`config.mk`:
```
export PLATFORM = sky130hd
export DESIGN_NAME = aes_cipher_ctrl
export DESIGN_NICKNAME = d
export VERILOG_FILES = /design/src/aes_ctrl_pkg.sv /design/src/aes_cipher_ctrl.sv /design/src/aes_ctrl_combine.sv /design/src/aes_ctrl_rail.sv
export SDC_FILE = /design/constraint.sdc
export NUM_CORES = 1
export LEC_CHECK = 0
export BUFFER_PORTS_ARGS = -buffer_cell sky130_fd_sc_hd__buf_4
export CORE_ASPECT_RATIO = 1.5
export CORE_UTILIZATION = 40
export CTS_CLUSTER_DIAMETER = 50
export DETAILED_ROUTE_END_ITERATION = 10
export HOLD_SLACK_MARGIN = 0.05
export REMOVE_ABC_BUFFERS = 1
export SETUP_SLACK_MARGIN = 0.15
export SYNTH_ARGS = -nofsm -noshare
export SYNTH_HDL_FRONTEND = slang
export SYNTH_HIERARCHICAL = 1
export SYNTH_SLANG_ARGS = --single-unit
```
`constraint.sdc`:
```
create_clock -name clk_i -period 11.3 [get_ports clk_i]
set_clock_uncertainty 0.1 [all_clocks]
set_input_delay 0.565 -clock clk_i [delete_from_list [all_inputs] [get_ports clk_i]]
set_output_delay 0.565 -clock clk_i [all_outputs]
set_load 0.1 [all_outputs]
```
`src/aes_ctrl_pkg.sv`:
```
/*
 * Shared types and constants for the dual-rail AES cipher control block.
 * Referenced through scoped names by the rails, the combiner and the top level.
 */
package aes_ctrl_pkg;

  ////////////////////
  // Sparse booleans
  ////////////////////

  // Bit 1 belongs to the active-high rail, bit 0 to the active-low rail
  typedef enum logic [1:0] {
    SP2V_HIGH = 2'b10,
    SP2V_LOW  = 2'b01
  } sp2v_e;

  localparam int unsigned Sp2VWidth = 2; // One bit per rail

  ////////////////////
  // Operation
  ////////////////////

  typedef enum logic [1:0] {
    CIPH_FWD = 2'b01,
    CIPH_INV = 2'b10
  } ciph_op_e;

  typedef enum logic [2:0] {
    AES_128 = 3'b001,
    AES_192 = 3'b010,
    AES_256 = 3'b100
  } key_len_e;

  localparam int unsigned NumRounds128 = 10;
  localparam int unsigned NumRounds192 = 12;
  localparam int unsigned NumRounds256 = 14;

  localparam int unsigned RndCtrWidth = 4; // Holds up to NumRounds256

  ////////////////////
  // Data path selectors
  ////////////////////

  // Codes differ in two bits so a single flip never lands on another code
  typedef enum logic [2:0] {
    STATE_INIT  = 3'b011,
    STATE_ROUND = 3'b101
  } state_sel_e;

  typedef enum logic [2:0] {
    ADD_RK_INIT  = 3'b011,
    ADD_RK_ROUND = 3'b101,
    ADD_RK_FINAL = 3'b110
  } add_rk_sel_e;

  // Rail FSM states, sparse as well
  typedef enum logic [4:0] {
    CTRL_IDLE   = 5'b01001,
    CTRL_INIT   = 5'b10011,
    CTRL_ROUND  = 5'b11100,
    CTRL_FINISH = 5'b00110,
    CTRL_ERROR  = 5'b10101
  } ctrl_state_e;

endpackage
```
`src/aes_cipher_ctrl.sv`:
```
`timescale 1ns/1ps
/*
 * Top of the AES cipher control block: two redundant rails plus the combiner.
 * Sparse input pairs are split per rail, the merged mismatch flag is fed back.
 */
module aes_cipher_ctrl (
  input  logic                                 clk_i,
  input  logic                                 rst_ni,

  input  aes_ctrl_pkg::sp2v_e                  in_valid_i,
  output aes_ctrl_pkg::sp2v_e                  in_ready_o,
  output aes_ctrl_pkg::sp2v_e                  out_valid_o,
  input  aes_ctrl_pkg::sp2v_e                  out_ready_i,

  input  aes_ctrl_pkg::ciph_op_e               op_i,
  input  aes_ctrl_pkg::key_len_e               key_len_i,
  input  logic                                 dec_key_gen_i,
  input  logic                                 alert_fatal_i,

  output aes_ctrl_pkg::sp2v_e                  state_we_o,
  output aes_ctrl_pkg::sp2v_e                  key_expand_en_o,
  output aes_ctrl_pkg::state_sel_e             state_sel_o,
  output aes_ctrl_pkg::add_rk_sel_e            add_rk_sel_o,
  output aes_ctrl_pkg::ciph_op_e               key_expand_op_o,
  output logic [aes_ctrl_pkg::RndCtrWidth-1:0] key_expand_round_o,
  output logic                                 alert_o
);

  // Rail outputs, index 1 is rail_p and index 0 is rail_n
  logic [aes_ctrl_pkg::Sp2VWidth-1:0]                               mr_in_ready;
  logic [aes_ctrl_pkg::Sp2VWidth-1:0]                               mr_out_valid;
  logic [aes_ctrl_pkg::Sp2VWidth-1:0]                               mr_state_we;
  logic [aes_ctrl_pkg::Sp2VWidth-1:0]                               mr_key_expand_en;
  logic [aes_ctrl_pkg::Sp2VWidth-1:0]                               mr_alert;
  logic [aes_ctrl_pkg::Sp2VWidth-1:0]                               mr_key_gen;
  aes_ctrl_pkg::state_sel_e  [aes_ctrl_pkg::Sp2VWidth-1:0]          mr_state_sel;
  aes_ctrl_pkg::add_rk_sel_e [aes_ctrl_pkg::Sp2VWidth-1:0]          mr_add_rk_sel;
  aes_ctrl_pkg::ciph_op_e    [aes_ctrl_pkg::Sp2VWidth-1:0]          mr_op;
  logic [aes_ctrl_pkg::Sp2VWidth-1:0][aes_ctrl_pkg::RndCtrWidth-1:0] mr_rnd_ctr;
  logic                                                             mismatch;

  aes_ctrl_rail #(
    .ActiveLow ( 1'b0 )
  ) u_rail_p (
    .clk_i           ( clk_i               ),
    .rst_ni          ( rst_ni              ),
    .in_valid_i      ( in_valid_i[1]       ), // Active-high bit
    .in_ready_o      ( mr_in_ready[1]      ),
    .out_valid_o     ( mr_out_valid[1]     ),
    .out_ready_i     ( out_ready_i[1]      ),
    .op_i            ( op_i                ),
    .key_len_i       ( key_len_i           ),
    .dec_key_gen_i   ( dec_key_gen_i       ),
    .alert_fatal_i   ( alert_fatal_i       ),
    .mismatch_i      ( mismatch            ),
    .state_we_o      ( mr_state_we[1]      ),
    .key_expand_en_o ( mr_key_expand_en[1] ),
    .state_sel_o     ( mr_state_sel[1]     ),
    .add_rk_sel_o    ( mr_add_rk_sel[1]    ),
    .rnd_ctr_o       ( mr_rnd_ctr[1]       ),
    .key_gen_o       ( mr_key_gen[1]       ),
    .op_o            ( mr_op[1]            ),
    .alert_o         ( mr_alert[1]         )
  );

  aes_ctrl_rail #(
    .ActiveLow ( 1'b1 )
  ) u_rail_n (
    .clk_i           ( clk_i               ),
    .rst_ni          ( rst_ni              ),
    .in_valid_i      ( in_valid_i[0]       ), // Active-low bit
    .in_ready_o      ( mr_in_ready[0]      ),
    .out_valid_o     ( mr_out_valid[0]     ),
    .out_ready_i     ( out_ready_i[0]      ),
    .op_i            ( op_i                ),
    .key_len_i       ( key_len_i           ),
    .dec_key_gen_i   ( dec_key_gen_i       ),
    .alert_fatal_i   ( alert_fatal_i       ),
    .mismatch_i      ( mismatch            ),
    .state_we_o      ( mr_state_we[0]      ),
    .key_expand_en_o ( mr_key_expand_en[0] ),
    .state_sel_o     ( mr_state_sel[0]     ),
    .add_rk_sel_o    ( mr_add_rk_sel[0]    ),
    .rnd_ctr_o       ( mr_rnd_ctr[0]       ),
    .key_gen_o       ( mr_key_gen[0]       ),
    .op_o            ( mr_op[0]            ),
    .alert_o         ( mr_alert[0]         )
  );

  aes_ctrl_combine u_combine (
    .in_ready_i         ( mr_in_ready        ),
    .out_valid_i        ( mr_out_valid       ),
    .state_we_i         ( mr_state_we        ),
    .key_expand_en_i    ( mr_key_expand_en   ),
    .alert_i            ( mr_alert           ),
    .state_sel_i        ( mr_state_sel       ),
    .add_rk_sel_i       ( mr_add_rk_sel      ),
    .rnd_ctr_i          ( mr_rnd_ctr         ),
    .key_gen_i          ( mr_key_gen         ),
    .op_i               ( mr_op              ),
    .in_ready_o         ( in_ready_o         ),
    .out_valid_o        ( out_valid_o        ),
    .state_we_o         ( state_we_o         ),
    .key_expand_en_o    ( key_expand_en_o    ),
    .state_sel_o        ( state_sel_o        ),
    .add_rk_sel_o       ( add_rk_sel_o       ),
    .key_expand_op_o    ( key_expand_op_o    ),
    .key_expand_round_o ( key_expand_round_o ),
    .alert_o            ( alert_o            ),
    .mismatch_o         ( mismatch           )  // Back to both rails
  );

endmodule

```
`src/aes_ctrl_combine.sv`:
```
`timescale 1ns/1ps
/*
 * Merges the outputs of the two control rails into sparse pairs and selectors.
 * Any disagreement between the rails or any invalid pair raises mismatch_o.
 */
module aes_ctrl_combine (
  // Single-bit rail outputs, bit 1 from rail_p and bit 0 from rail_n
  input  logic [aes_ctrl_pkg::Sp2VWidth-1:0]                               in_ready_i,
  input  logic [aes_ctrl_pkg::Sp2VWidth-1:0]                               out_valid_i,
  input  logic [aes_ctrl_pkg::Sp2VWidth-1:0]                               state_we_i,
  input  logic [aes_ctrl_pkg::Sp2VWidth-1:0]                               key_expand_en_i,
  input  logic [aes_ctrl_pkg::Sp2VWidth-1:0]                               alert_i,

  // Per-rail multi-bit values
  input  aes_ctrl_pkg::state_sel_e  [aes_ctrl_pkg::Sp2VWidth-1:0]          state_sel_i,
  input  aes_ctrl_pkg::add_rk_sel_e [aes_ctrl_pkg::Sp2VWidth-1:0]          add_rk_sel_i,
  input  logic [aes_ctrl_pkg::Sp2VWidth-1:0][aes_ctrl_pkg::RndCtrWidth-1:0] rnd_ctr_i,
  input  logic [aes_ctrl_pkg::Sp2VWidth-1:0]                               key_gen_i,
  input  aes_ctrl_pkg::ciph_op_e    [aes_ctrl_pkg::Sp2VWidth-1:0]          op_i,

  // Merged outputs
  output aes_ctrl_pkg::sp2v_e                                              in_ready_o,
  output aes_ctrl_pkg::sp2v_e                                              out_valid_o,
  output aes_ctrl_pkg::sp2v_e                                              state_we_o,
  output aes_ctrl_pkg::sp2v_e                                              key_expand_en_o,
  output aes_ctrl_pkg::state_sel_e                                         state_sel_o,
  output aes_ctrl_pkg::add_rk_sel_e                                        add_rk_sel_o,
  output aes_ctrl_pkg::ciph_op_e                                           key_expand_op_o,
  output logic [aes_ctrl_pkg::RndCtrWidth-1:0]                             key_expand_round_o,
  output logic                                                             alert_o,
  output logic                                                             mismatch_o
);

  logic                   key_gen;
  aes_ctrl_pkg::ciph_op_e op;
  logic                   rail_err;  // Multi-bit values disagree
  logic                   sp_err;    // Some pair is 00 or 11

  function automatic logic sp2v_bad(aes_ctrl_pkg::sp2v_e v);
    return !(v inside {aes_ctrl_pkg::SP2V_HIGH, aes_ctrl_pkg::SP2V_LOW});
  endfunction

  // Each rail contributes its own bit of the pair
  assign in_ready_o      = aes_ctrl_pkg::sp2v_e'(in_ready_i);
  assign out_valid_o     = aes_ctrl_pkg::sp2v_e'(out_valid_i);
  assign state_we_o      = aes_ctrl_pkg::sp2v_e'(state_we_i);
  assign key_expand_en_o = aes_ctrl_pkg::sp2v_e'(key_expand_en_i);

  ////////////////////
  // OR-combine
  ////////////////////

  // Equal rail values pass unchanged, unequal ones get flagged below
  always_comb begin : merge_rails
    state_sel_o        = aes_ctrl_pkg::state_sel_e'('0);
    add_rk_sel_o       = aes_ctrl_pkg::add_rk_sel_e'('0);
    key_expand_round_o = '0;
    key_gen            = 1'b0;
    op                 = aes_ctrl_pkg::ciph_op_e'('0);
    rail_err           = 1'b0;

    for (int i = 0; i < aes_ctrl_pkg::Sp2VWidth; i++) begin
      state_sel_o        = aes_ctrl_pkg::state_sel_e'(state_sel_o | state_sel_i[i]);
      add_rk_sel_o       = aes_ctrl_pkg::add_rk_sel_e'(add_rk_sel_o | add_rk_sel_i[i]);
      key_expand_round_o = key_expand_round_o | rnd_ctr_i[i];
      key_gen            = key_gen | key_gen_i[i];
      op                 = aes_ctrl_pkg::ciph_op_e'(op | op_i[i]);
    end

    for (int i = 0; i < aes_ctrl_pkg::Sp2VWidth; i++) begin
      if (state_sel_o        != state_sel_i[i]  ||
          add_rk_sel_o       != add_rk_sel_i[i] ||
          key_expand_round_o != rnd_ctr_i[i]    ||
          key_gen            != key_gen_i[i]    ||
          op                 != op_i[i]) begin
        rail_err = 1'b1;
      end
    end
  end

  assign sp_err = sp2v_bad(in_ready_o) | sp2v_bad(out_valid_o) |
                  sp2v_bad(state_we_o) | sp2v_bad(key_expand_en_o);

  assign alert_o    = |alert_i;
  assign mismatch_o = rail_err | sp_err | (^alert_i); // Alert bits differ

  // Decryption key generation always runs the forward key schedule
  assign key_expand_op_o = key_gen ? aes_ctrl_pkg::CIPH_FWD : op;

endmodule

```
`src/aes_ctrl_rail.sv`:
```
`timescale 1ns/1ps
/*
 * Single-rail round control FSM. Two copies run in lockstep, one per bit of
 * every sparse pair; ActiveLow flips the polarity of the handshake and enable bits.
 */
module aes_ctrl_rail #(
  parameter bit ActiveLow = 1'b0
) (
  input  logic                                 clk_i,
  input  logic                                 rst_ni,

  // Handshakes, this rail's bit only
  input  logic                                 in_valid_i,
  output logic                                 in_ready_o,
  output logic                                 out_valid_o,
  input  logic                                 out_ready_i,

  // Operation config, sampled on accept
  input  aes_ctrl_pkg::ciph_op_e               op_i,
  input  aes_ctrl_pkg::key_len_e               key_len_i,
  input  logic                                 dec_key_gen_i,

  // Error sources
  input  logic                                 alert_fatal_i,
  input  logic                                 mismatch_i,

  // Data path and key expand control
  output logic                                 state_we_o,
  output logic                                 key_expand_en_o,
  output aes_ctrl_pkg::state_sel_e             state_sel_o,
  output aes_ctrl_pkg::add_rk_sel_e            add_rk_sel_o,
  output logic [aes_ctrl_pkg::RndCtrWidth-1:0] rnd_ctr_o,
  output logic                                 key_gen_o,
  output aes_ctrl_pkg::ciph_op_e               op_o,
  output logic                                 alert_o
);

  aes_ctrl_pkg::ctrl_state_e                state_d, state_q;
  logic [aes_ctrl_pkg::RndCtrWidth-1:0]     rnd_ctr_d, rnd_ctr_q;
  logic [aes_ctrl_pkg::RndCtrWidth-1:0]     rnd_lim_d, rnd_lim_q;
  logic [aes_ctrl_pkg::RndCtrWidth-1:0]     rnd_lim_new;
  aes_ctrl_pkg::ciph_op_e                   op_d, op_q;
  logic                                     key_gen_d, key_gen_q;

  // Logical (active-high) view of the handshake and enable bits
  logic in_valid, out_ready;
  logic in_ready, out_valid, state_we, key_expand_en;

  assign in_valid  = in_valid_i ^ ActiveLow;
  assign out_ready = out_ready_i ^ ActiveLow;

  // Last round index for the requested key length
  always_comb begin : rnd_lim_sel
    case (key_len_i)
      aes_ctrl_pkg::AES_128: rnd_lim_new = aes_ctrl_pkg::RndCtrWidth'(aes_ctrl_pkg::NumRounds128);
      aes_ctrl_pkg::AES_192: rnd_lim_new = aes_ctrl_pkg::RndCtrWidth'(aes_ctrl_pkg::NumRounds192);
      aes_ctrl_pkg::AES_256: rnd_lim_new = aes_ctrl_pkg::RndCtrWidth'(aes_ctrl_pkg::NumRounds256);
      default:               rnd_lim_new = aes_ctrl_pkg::RndCtrWidth'(aes_ctrl_pkg::NumRounds128);
    endcase
  end

  ////////////////////
  // FSM
  ////////////////////

  always_comb begin : fsm_comb
    state_d       = state_q;
    rnd_ctr_d     = rnd_ctr_q;
    rnd_lim_d     = rnd_lim_q;
    op_d          = op_q;
    key_gen_d     = key_gen_q;

    in_ready      = 1'b0;
    out_valid     = 1'b0;
    state_we      = 1'b0;
    key_expand_en = 1'b0;
    state_sel_o   = aes_ctrl_pkg::STATE_INIT;
    add_rk_sel_o  = aes_ctrl_pkg::ADD_RK_INIT;
    alert_o       = 1'b0;

    unique case (state_q)
      aes_ctrl_pkg::CTRL_IDLE: begin
        in_ready = 1'b1;
        if (in_valid) begin
          // Latch the whole pass description on accept
          op_d      = op_i;
          key_gen_d = dec_key_gen_i;
          rnd_lim_d = rnd_lim_new;
          rnd_ctr_d = '0;
          state_d   = aes_ctrl_pkg::CTRL_INIT;
        end
      end

      aes_ctrl_pkg::CTRL_INIT: begin
        // Initial key addition, round 0
        key_expand_en = 1'b1;
        state_we      = ~key_gen_q;       // Key generation leaves the state alone
        state_sel_o   = aes_ctrl_pkg::STATE_INIT;
        add_rk_sel_o  = aes_ctrl_pkg::ADD_RK_INIT;
        rnd_ctr_d     = rnd_ctr_q + aes_ctrl_pkg::RndCtrWidth'(1);
        state_d       = aes_ctrl_pkg::CTRL_ROUND;
      end

      aes_ctrl_pkg::CTRL_ROUND: begin
        key_expand_en = 1'b1;
        state_we      = ~key_gen_q;
        state_sel_o   = aes_ctrl_pkg::STATE_ROUND;
        if (rnd_ctr_q == rnd_lim_q) begin
          add_rk_sel_o = aes_ctrl_pkg::ADD_RK_FINAL; // Last round skips MixColumns
          rnd_ctr_d    = '0;
          state_d      = aes_ctrl_pkg::CTRL_FINISH;
        end else begin
          add_rk_sel_o = aes_ctrl_pkg::ADD_RK_ROUND;
          rnd_ctr_d    = rnd_ctr_q + aes_ctrl_pkg::RndCtrWidth'(1);
        end
      end

      aes_ctrl_pkg::CTRL_FINISH: begin
        out_valid = 1'b1;
        if (out_ready) begin
          state_d = aes_ctrl_pkg::CTRL_IDLE;
        end
      end

      aes_ctrl_pkg::CTRL_ERROR: begin
        // Terminal until reset
        alert_o   = 1'b1;
        rnd_ctr_d = '0;
      end

      default: begin
        // Corrupted state encoding
        rnd_ctr_d = '0;
        state_d   = aes_ctrl_pkg::CTRL_ERROR;
      end
    endcase

    // Errors override any transition
    if (alert_fatal_i || mismatch_i) begin
      rnd_ctr_d = '0;
      state_d   = aes_ctrl_pkg::CTRL_ERROR;
    end
  end

  always_ff @(posedge clk_i or negedge rst_ni) begin : fsm_regs
    if (!rst_ni) begin
      state_q   <= aes_ctrl_pkg::CTRL_IDLE;
      rnd_ctr_q <= '0;
      rnd_lim_q <= aes_ctrl_pkg::RndCtrWidth'(aes_ctrl_pkg::NumRounds128);
      op_q      <= aes_ctrl_pkg::CIPH_FWD;
      key_gen_q <= 1'b0;
    end else begin
      state_q   <= state_d;
      rnd_ctr_q <= rnd_ctr_d;
      rnd_lim_q <= rnd_lim_d;
      op_q      <= op_d;
      key_gen_q <= key_gen_d;
    end
  end

  ////////////////////
  // Outputs
  ////////////////////

  assign in_ready_o      = in_ready ^ ActiveLow;
  assign out_valid_o     = out_valid ^ ActiveLow;
  assign state_we_o      = state_we ^ ActiveLow;
  assign key_expand_en_o = key_expand_en ^ ActiveLow;

  assign rnd_ctr_o = rnd_ctr_q;
  assign key_gen_o = key_gen_q;
  assign op_o      = op_q;

endmodule

```
==> results.sh, run 1 <==
export IMPL_cts_tree="done"
export IMPL_area_growth_pct=13.9
export IMPL_grt_pass1_vias=1520
export IMPL_port_buffers=32
export IMPL_hold_viol_final=0
export IMPL_dp_cells=293
export IMPL_final_common_cell="buf_4"
export IMPL_ys_seq_elements=28
export IMPL_drt_wl_total_um=4650
export IMPL_setup_tns_ns=0
export IMPL_coreArea_um2=4850
export IMPL_crit_path_end_kind="flip-flop"
export IMPL_drcViolationCount=0
export IMPL_syn_avg_cell_area_um2=9.68
export IMPL_num_nets_final=248
export IMPL_grt_overflow=0
export IMPL_post_drt_wl_per_cell_um=15.6
export IMPL_static_leakage_power_nw=1.09
export IMPL_syn_area_um2=2020
export IMPL_ant_nets=0
export IMPL_peakVddDrop_mv=0.0460
export IMPL_initial_utilization=0.417
export IMPL_cts_hold_fix_buffers=0
export IMPL_hold_path_class="primary input to async pin"
export IMPL_die_y_um=89.1
export IMPL_finalSetupViolations=0
export IMPL_numCtsBuffers=3
export IMPL_status="complete, no violations"
export IMPL_maxCapViolCount=0
export IMPL_fmax_ghz=0.249
export IMPL_synthTopCellsByArea="dfrtp_1 25%, dfstp_2 10%, xor2_1 6.1%, buf_4 4.5%, nand2_1 2.8%"
export IMPL_cts_sinks=28
export IMPL_fin_crit_sh=0.355
export IMPL_io_pins=34
export IMPL_whs_ns=0.0912
export IMPL_ys_async_sr_fraction=1.00
export IMPL_grt_first_pass_wirelength_um=7440
export IMPL_yosysWarningCount=6
export IMPL_relSlewSlack=0.592
export IMPL_num_antenna_cells=0
export IMPL_synthDominantCellAreaShare=0.247
export IMPL_start_kind="flip-flop"
export IMPL_vias=1618
export IMPL_post_cts_resized=0
export IMPL_grt_max_degree=29
export IMPL_utilization=0.475
export IMPL_clkLatencyLatePin_ns=0.28
export IMPL_synth_cells=209
export IMPL_cts_setup_buffers=0
export IMPL_cts_root_buf="clkbuf_8"
export IMPL_fin_crit_ns=4.01
export IMPL_firstDrtPassIters=4
export IMPL_track_usage=0.189
export IMPL_worstMarginPinSlew_ns=0.606
export IMPL_dp_hpwl_um=3640
export IMPL_yosysSeqAreaShare=0.351
export IMPL_path_class="flip-flop to flip-flop"
export IMPL_drive_gt1_frac=0.312
export IMPL_gp_congestion=0.819
export IMPL_path_max_fanout=8
export IMPL_drt_iter0_markers=55
export IMPL_die_width_um=60.1
export IMPL_htreeDepth=1
export IMPL_vias_per_cell=5.45
export IMPL_fin_cells=297
export IMPL_ys_types=62
export IMPL_yosys_area_top_type="dfrtp_1"
export IMPL_total_power_w=0.000185
export IMPL_n_fill_cell=487
export IMPL_clk_path_buf_depth=2
export IMPL_dieArea_um2=5350
export IMPL_antenna_found_initial=0
export IMPL_cp_data_required_time_ns=11.42
export IMPL_synth_edf_count=0
export IMPL_p_per_area_nw_per_um2=80.4
export IMPL_finalMaxSlewViolations=0
export IMPL_arrival_ns=4.13
export IMPL_most_common_layout_cells="32 x buf_4, 20 x dfrtp_1, 15 x nand2_1, 15 x nor2_1, 14 x xor2_1"
export IMPL_rows=31
export IMPL_synthFlopType="dfrtp_1"
export IMPL_rsz0062_at_grt="no"
export IMPL_clk_pin_slew_ns=0.10
## power by group
part | internal [W] | switching (W) | total (W)
combinational | 0.00000658 | 0.0000127 | 0.0000192
sequential | 0.000102 | 0.000000952 | 0.000103
clock | 0.0000313 | 0.0000322 | 0.0000634
total | 0.000139 | 0.0000458 | 0.000185
## cell usage after synthesis (all sizes together), types with 3 or more instances
cell type and number:
nand3b 3, xnor2 6, a2111oi 3, a21o 4, nand2 16, inv 11
a21oi 3, ha 3, dfrtp 20, or4 3, o21ai 5, nor4 3
nand3 5, o2bb2ai 3, nor4b 3, buf 13, or2 12, xor2 14
nand2b 6, dfstp 8, nor3 8, nor2 16, mux2 7
## state kept, by name, indices dropped and copies added, names as in the netlist, 2 cells and up
signal	flops
u_rail_n/state_q	5
u_rail_p/state_q	5
u_rail_n/rnd_ctr_o	4
u_rail_p/rnd_ctr_o	4
u_rail_n/op_o	2
u_rail_n/rnd_lim_q	2
u_rail_p/op_o	2
u_rail_p/rnd_lim_q	2
## final cells by class
| type | count | area (µm²) | area share |
|---|---|---|---|
| Sequential cell | 28 | 711 | 0.309 |
| Inverter | 11 | 41.3 | 0.0179 |
| Tap cell | 66 | 82.6 | 0.0359 |
| Timing Repair Buffer | 32 | 240 | 0.104 |
| Multi-Input combinational cell | 156 | 1170 | 0.510 |
| Clock buffer | 4 | 55.1 | 0.0239 |
## layer usage
metal,up-vias,wire (µm),global-route usage
li1,784,-,-
met1,796,2090,0.248
met2,34,2340,0.322
met3,4,170,0.0203
met4,0,52,0.0571
met5,-,0,0
## final timing paths
check / startpoint / to / slack, ns / cells after the start
worst max-delay path: u_rail_p/state_q[3] / u_rail_n/state_q[0] / 7.29 / 11
worst min-delay path: rst_ni / u_rail_p/rnd_ctr_o[0] / 0.09 / 1
worst max register to register: u_rail_p/state_q[3] / u_rail_n/state_q[0] / 7.29 / 11
worst min register to register: u_rail_p/rnd_lim_q[2] / u_rail_p/rnd_lim_q[2] / 0.41 / 2
max in group asynchronous: rst_ni / u_rail_n/rnd_lim_q[1] / 10.69 / 1
min in group clk_i: key_len_i[1] / u_rail_n/rnd_lim_q[1] / 0.36 / 2
## stage by stage
step	area (µm²)	setup slack, ns
after global placement	2250	7.49
final	2300	7.29
after CTS	2300	7.27
after floorplan	1930	6.19
after global routing	2300	6.93
after detailed placement	2250	7.28
## critical path, cell delays in order, from the launching register on
cell	delay, ns
dfstp_2	0.59
and4bb_2	0.29
nand2_1	0.10
nor4_1	0.51
inv_1	0.10
or2_1	0.24
a2111oi_1	0.39
nand3_1	0.13
a2111o_1	0.48
or2_2	0.39
or4_1	0.51
o31a_1	0.12
## logic make-up (layout without fill, tap and decap cells)
family / count (synthesis) / after routing / synth area share
xor gates and xnor gates: 20 / 20 / 0.0866
muxes: 7 / 7 / 0.0390
AOI/OAI and AO/OA: 39 / 39 / 0.164
and+or+nand+nor: 85 / 85 / 0.268
DFF: 28 / 28 / 0.351
adders and majority gates: 3 / 3 / 0.0186
buffers and inverters: 25 / 47 / 0.0686
other: 2 / 2 / 0.00371
Note: power is estimated with default switching activity, not from simulation.
==> run 2, diff against run 1 <==
Clock period 11.3 ns to 3.8 ns, I/O delays scaled along.
==> run 2 against run 1 <==
  * Critical endpoint unchanged
  * Clock-buffer cell count shrank 1
  * Via count up 1.7%
  * Worst hold slack worse by 0.028 ns
  * Highest routed layer unchanged
  * Largest cell class unchanged
  * Utilization increased by 3.5 points
  * Die area did not move
  * Worst setup slack worse by 6.9 ns
  * Combinational power rose to 3.4 times the previous value
  * Global-route usage up 0.95 points
  * Critical path type unchanged
  * Fmax increased by 17%
  * Sequential power rose to 3.0 times the previous value
  * Total power rose to 2.9 times the previous value
  * First-iteration DRC count up 44%
==> results.sh, run 2 (synthesized netlist as in run 1, its figures left out) <==
export IMPL_relSlewSlack=0.661
export IMPL_path_class="flip-flop to flip-flop"
export IMPL_clkLatencyLatePin_ns=0.28
export IMPL_fin_cells=315
export IMPL_arrival_ns=3.54
export IMPL_grt_first_pass_wirelength_um=7820
export IMPL_num_nets_final=267
export IMPL_post_drt_wl_per_cell_um=15.1
export IMPL_status="complete, no violations"
export IMPL_io_pins=34
export IMPL_cts_root_buf="clkbuf_8"
export IMPL_drive_gt1_frac=0.345
export IMPL_grt_max_degree=29
export IMPL_setup_ws_ns=0.373
export IMPL_maxCapViolCount=0
export IMPL_drt_wl_total_um=4760
export IMPL_coreArea_um2=4850
export IMPL_most_common_layout_cells="45 x buf_4, 20 x dfrtp_1, 15 x nand2_1, 15 x nor2_1, 14 x xor2_1"
export IMPL_fin_crit_ns=3.43
export IMPL_gp_congestion=0.812
export IMPL_hold_viol_final=0
export IMPL_n_fill_cell=479
export IMPL_drt_iter0_markers=79
export IMPL_firstDrtPassIters=4
export IMPL_finalMaxSlewViolations=0
export IMPL_final_common_cell="buf_4"
export IMPL_grt_overflow=0
export IMPL_cts_tree="done"
export IMPL_static_leakage_power_nw=1.18
export IMPL_area_growth_pct=22.3
export IMPL_finalSetupViolations=0
export IMPL_cp_data_required_time_ns=3.91
export IMPL_drcViolationCount=0
export IMPL_antenna_found_initial=0
export IMPL_initial_utilization=0.417
export IMPL_rsz0062_at_grt="no"
export IMPL_fmax_ghz=0.292
export IMPL_die_width_um=60.1
export IMPL_dp_hpwl_um=3720
export IMPL_start_kind="flip-flop"
export IMPL_vias=1645
export IMPL_cts_sinks=28
export IMPL_crit_path_end_kind="flip-flop"
export IMPL_multi_input_area_um2=1200
export IMPL_grt_pass1_vias=1581
export IMPL_design_area_um2=2470
export IMPL_track_usage=0.198
export IMPL_clk_path_buf_depth=2
export IMPL_path_max_fanout=7
export IMPL_num_antenna_cells=0
export IMPL_numCtsBuffers=3
export IMPL_port_buffers=32
export IMPL_dpl_cell_area_um2=2340
export IMPL_pre_cts_ws_ns=0.125
export IMPL_fin_crit_sh=0.902
export IMPL_die_y_um=89.1
export IMPL_worstMarginPinSlew_ns=0.504
export IMPL_rows=31
export IMPL_top_regs="u_rail_n/state_q (5), u_rail_p/state_q (5)"
export IMPL_hold_path_class="primary input to flip-flop"
export IMPL_htreeDepth=1
export IMPL_vias_per_cell=5.22
export IMPL_peakVddDrop_mv=0.179
export IMPL_seq_area_um2=711
export IMPL_dieArea_um2=5350
export IMPL_p_per_area_nw_per_um2=218
export IMPL_clk_pin_slew_ns=0.10
export IMPL_ant_nets=0
export IMPL_dp_cells=305
-- run 2: what timing repair did --
action / in CTS / in global routing
hold buffers: 6 / 0
gates resized for setup: 2 / 2
setup buffers: 0 / 1
endpoints found under the setup margin: 1 / 4
pin swaps: 0 / 1
hold endpoints to repair: 35 / 0
gates cloned: 0 / 0
-- run 2: path summary, 6_finish.rpt --
check                      slack [ns]  depth (start not counted)             startpoint               endpoint
setup / recovery                 0.37                         11    u_rail_p/state_q[3]    u_rail_n/state_q[0]
hold / removal                   0.06                          3         out_ready_i[1]    u_rail_p/state_q[2]
setup reg to reg                 0.37                         11    u_rail_p/state_q[3]    u_rail_n/state_q[0]
hold reg to reg                  0.42                          1  u_rail_n/rnd_lim_q[2]  u_rail_n/rnd_lim_q[2]
max in group asynchronous        3.02                          2                 rst_ni    u_rail_n/state_q[3]
min in group asynchronous        0.26                          2                 rst_ni  u_rail_p/rnd_ctr_o[0]
-- run 2: routing by layer --
layer / track usage / vias up / part of all wire
met5: 0 / - / 0
met4: 0.0571 / 0 / 0.010
met3: 0.0246 / 4 / 0.040
met2: 0.338 / 40 / 0.51
met1: 0.259 / 782 / 0.44
li1: - / 819 / -
-- run 2: critical path, cell delays in order, from the launching register on --
cell and delay (ns):
dfstp_2 0.54, and4bb_2 0.27, nand2_1 0.09, nor4_2 0.25, inv_1 0.08, or2_1 0.27, a2111oi_4 0.29, nand3_1 0.11
a2111o_1 0.43, or2_4 0.29, or4_1 0.51, o31a_1 0.12
-- run 2: report_power, final --
group / internal [W] / total (W) / switching [W] / leakage [nW]
logic: 0.0000262 / 0.0000662 / 0.0000399 / 0.818
registers: 0.000302 / 0.000305 / 0.00000304 / 0.339
clock network: 0.0000715 / 0.000167 / 0.0000954 / 0.0216
-- run 2: per-stage QoR --
step / setup TNS [ns] / utilization / total power, W / hold WS [ns]
after global placement: 0 / 0.482 / 0.000370 / 0.0348
after global routing: 0 / 0.510 / 0.000562 / 0.0667
after detailed placement: 0 / 0.482 / 0.000371 / 0.0391
final: 0 / 0.510 / 0.000538 / 0.0634
after CTS: 0 / 0.506 / 0.000543 / 0.0593
after floorplan: -16.03 / - / 0.000342 / -0.206
-- run 2: layout make-up --
class / instances / area share
well taps: 66 / 0.0334
flip-flops and latches: 28 / 0.287
repair buffers: 51 / 0.161
inverters: 11 / 0.0167
clock buffers: 3 / 0.0167
multi-input cells: 156 / 0.485
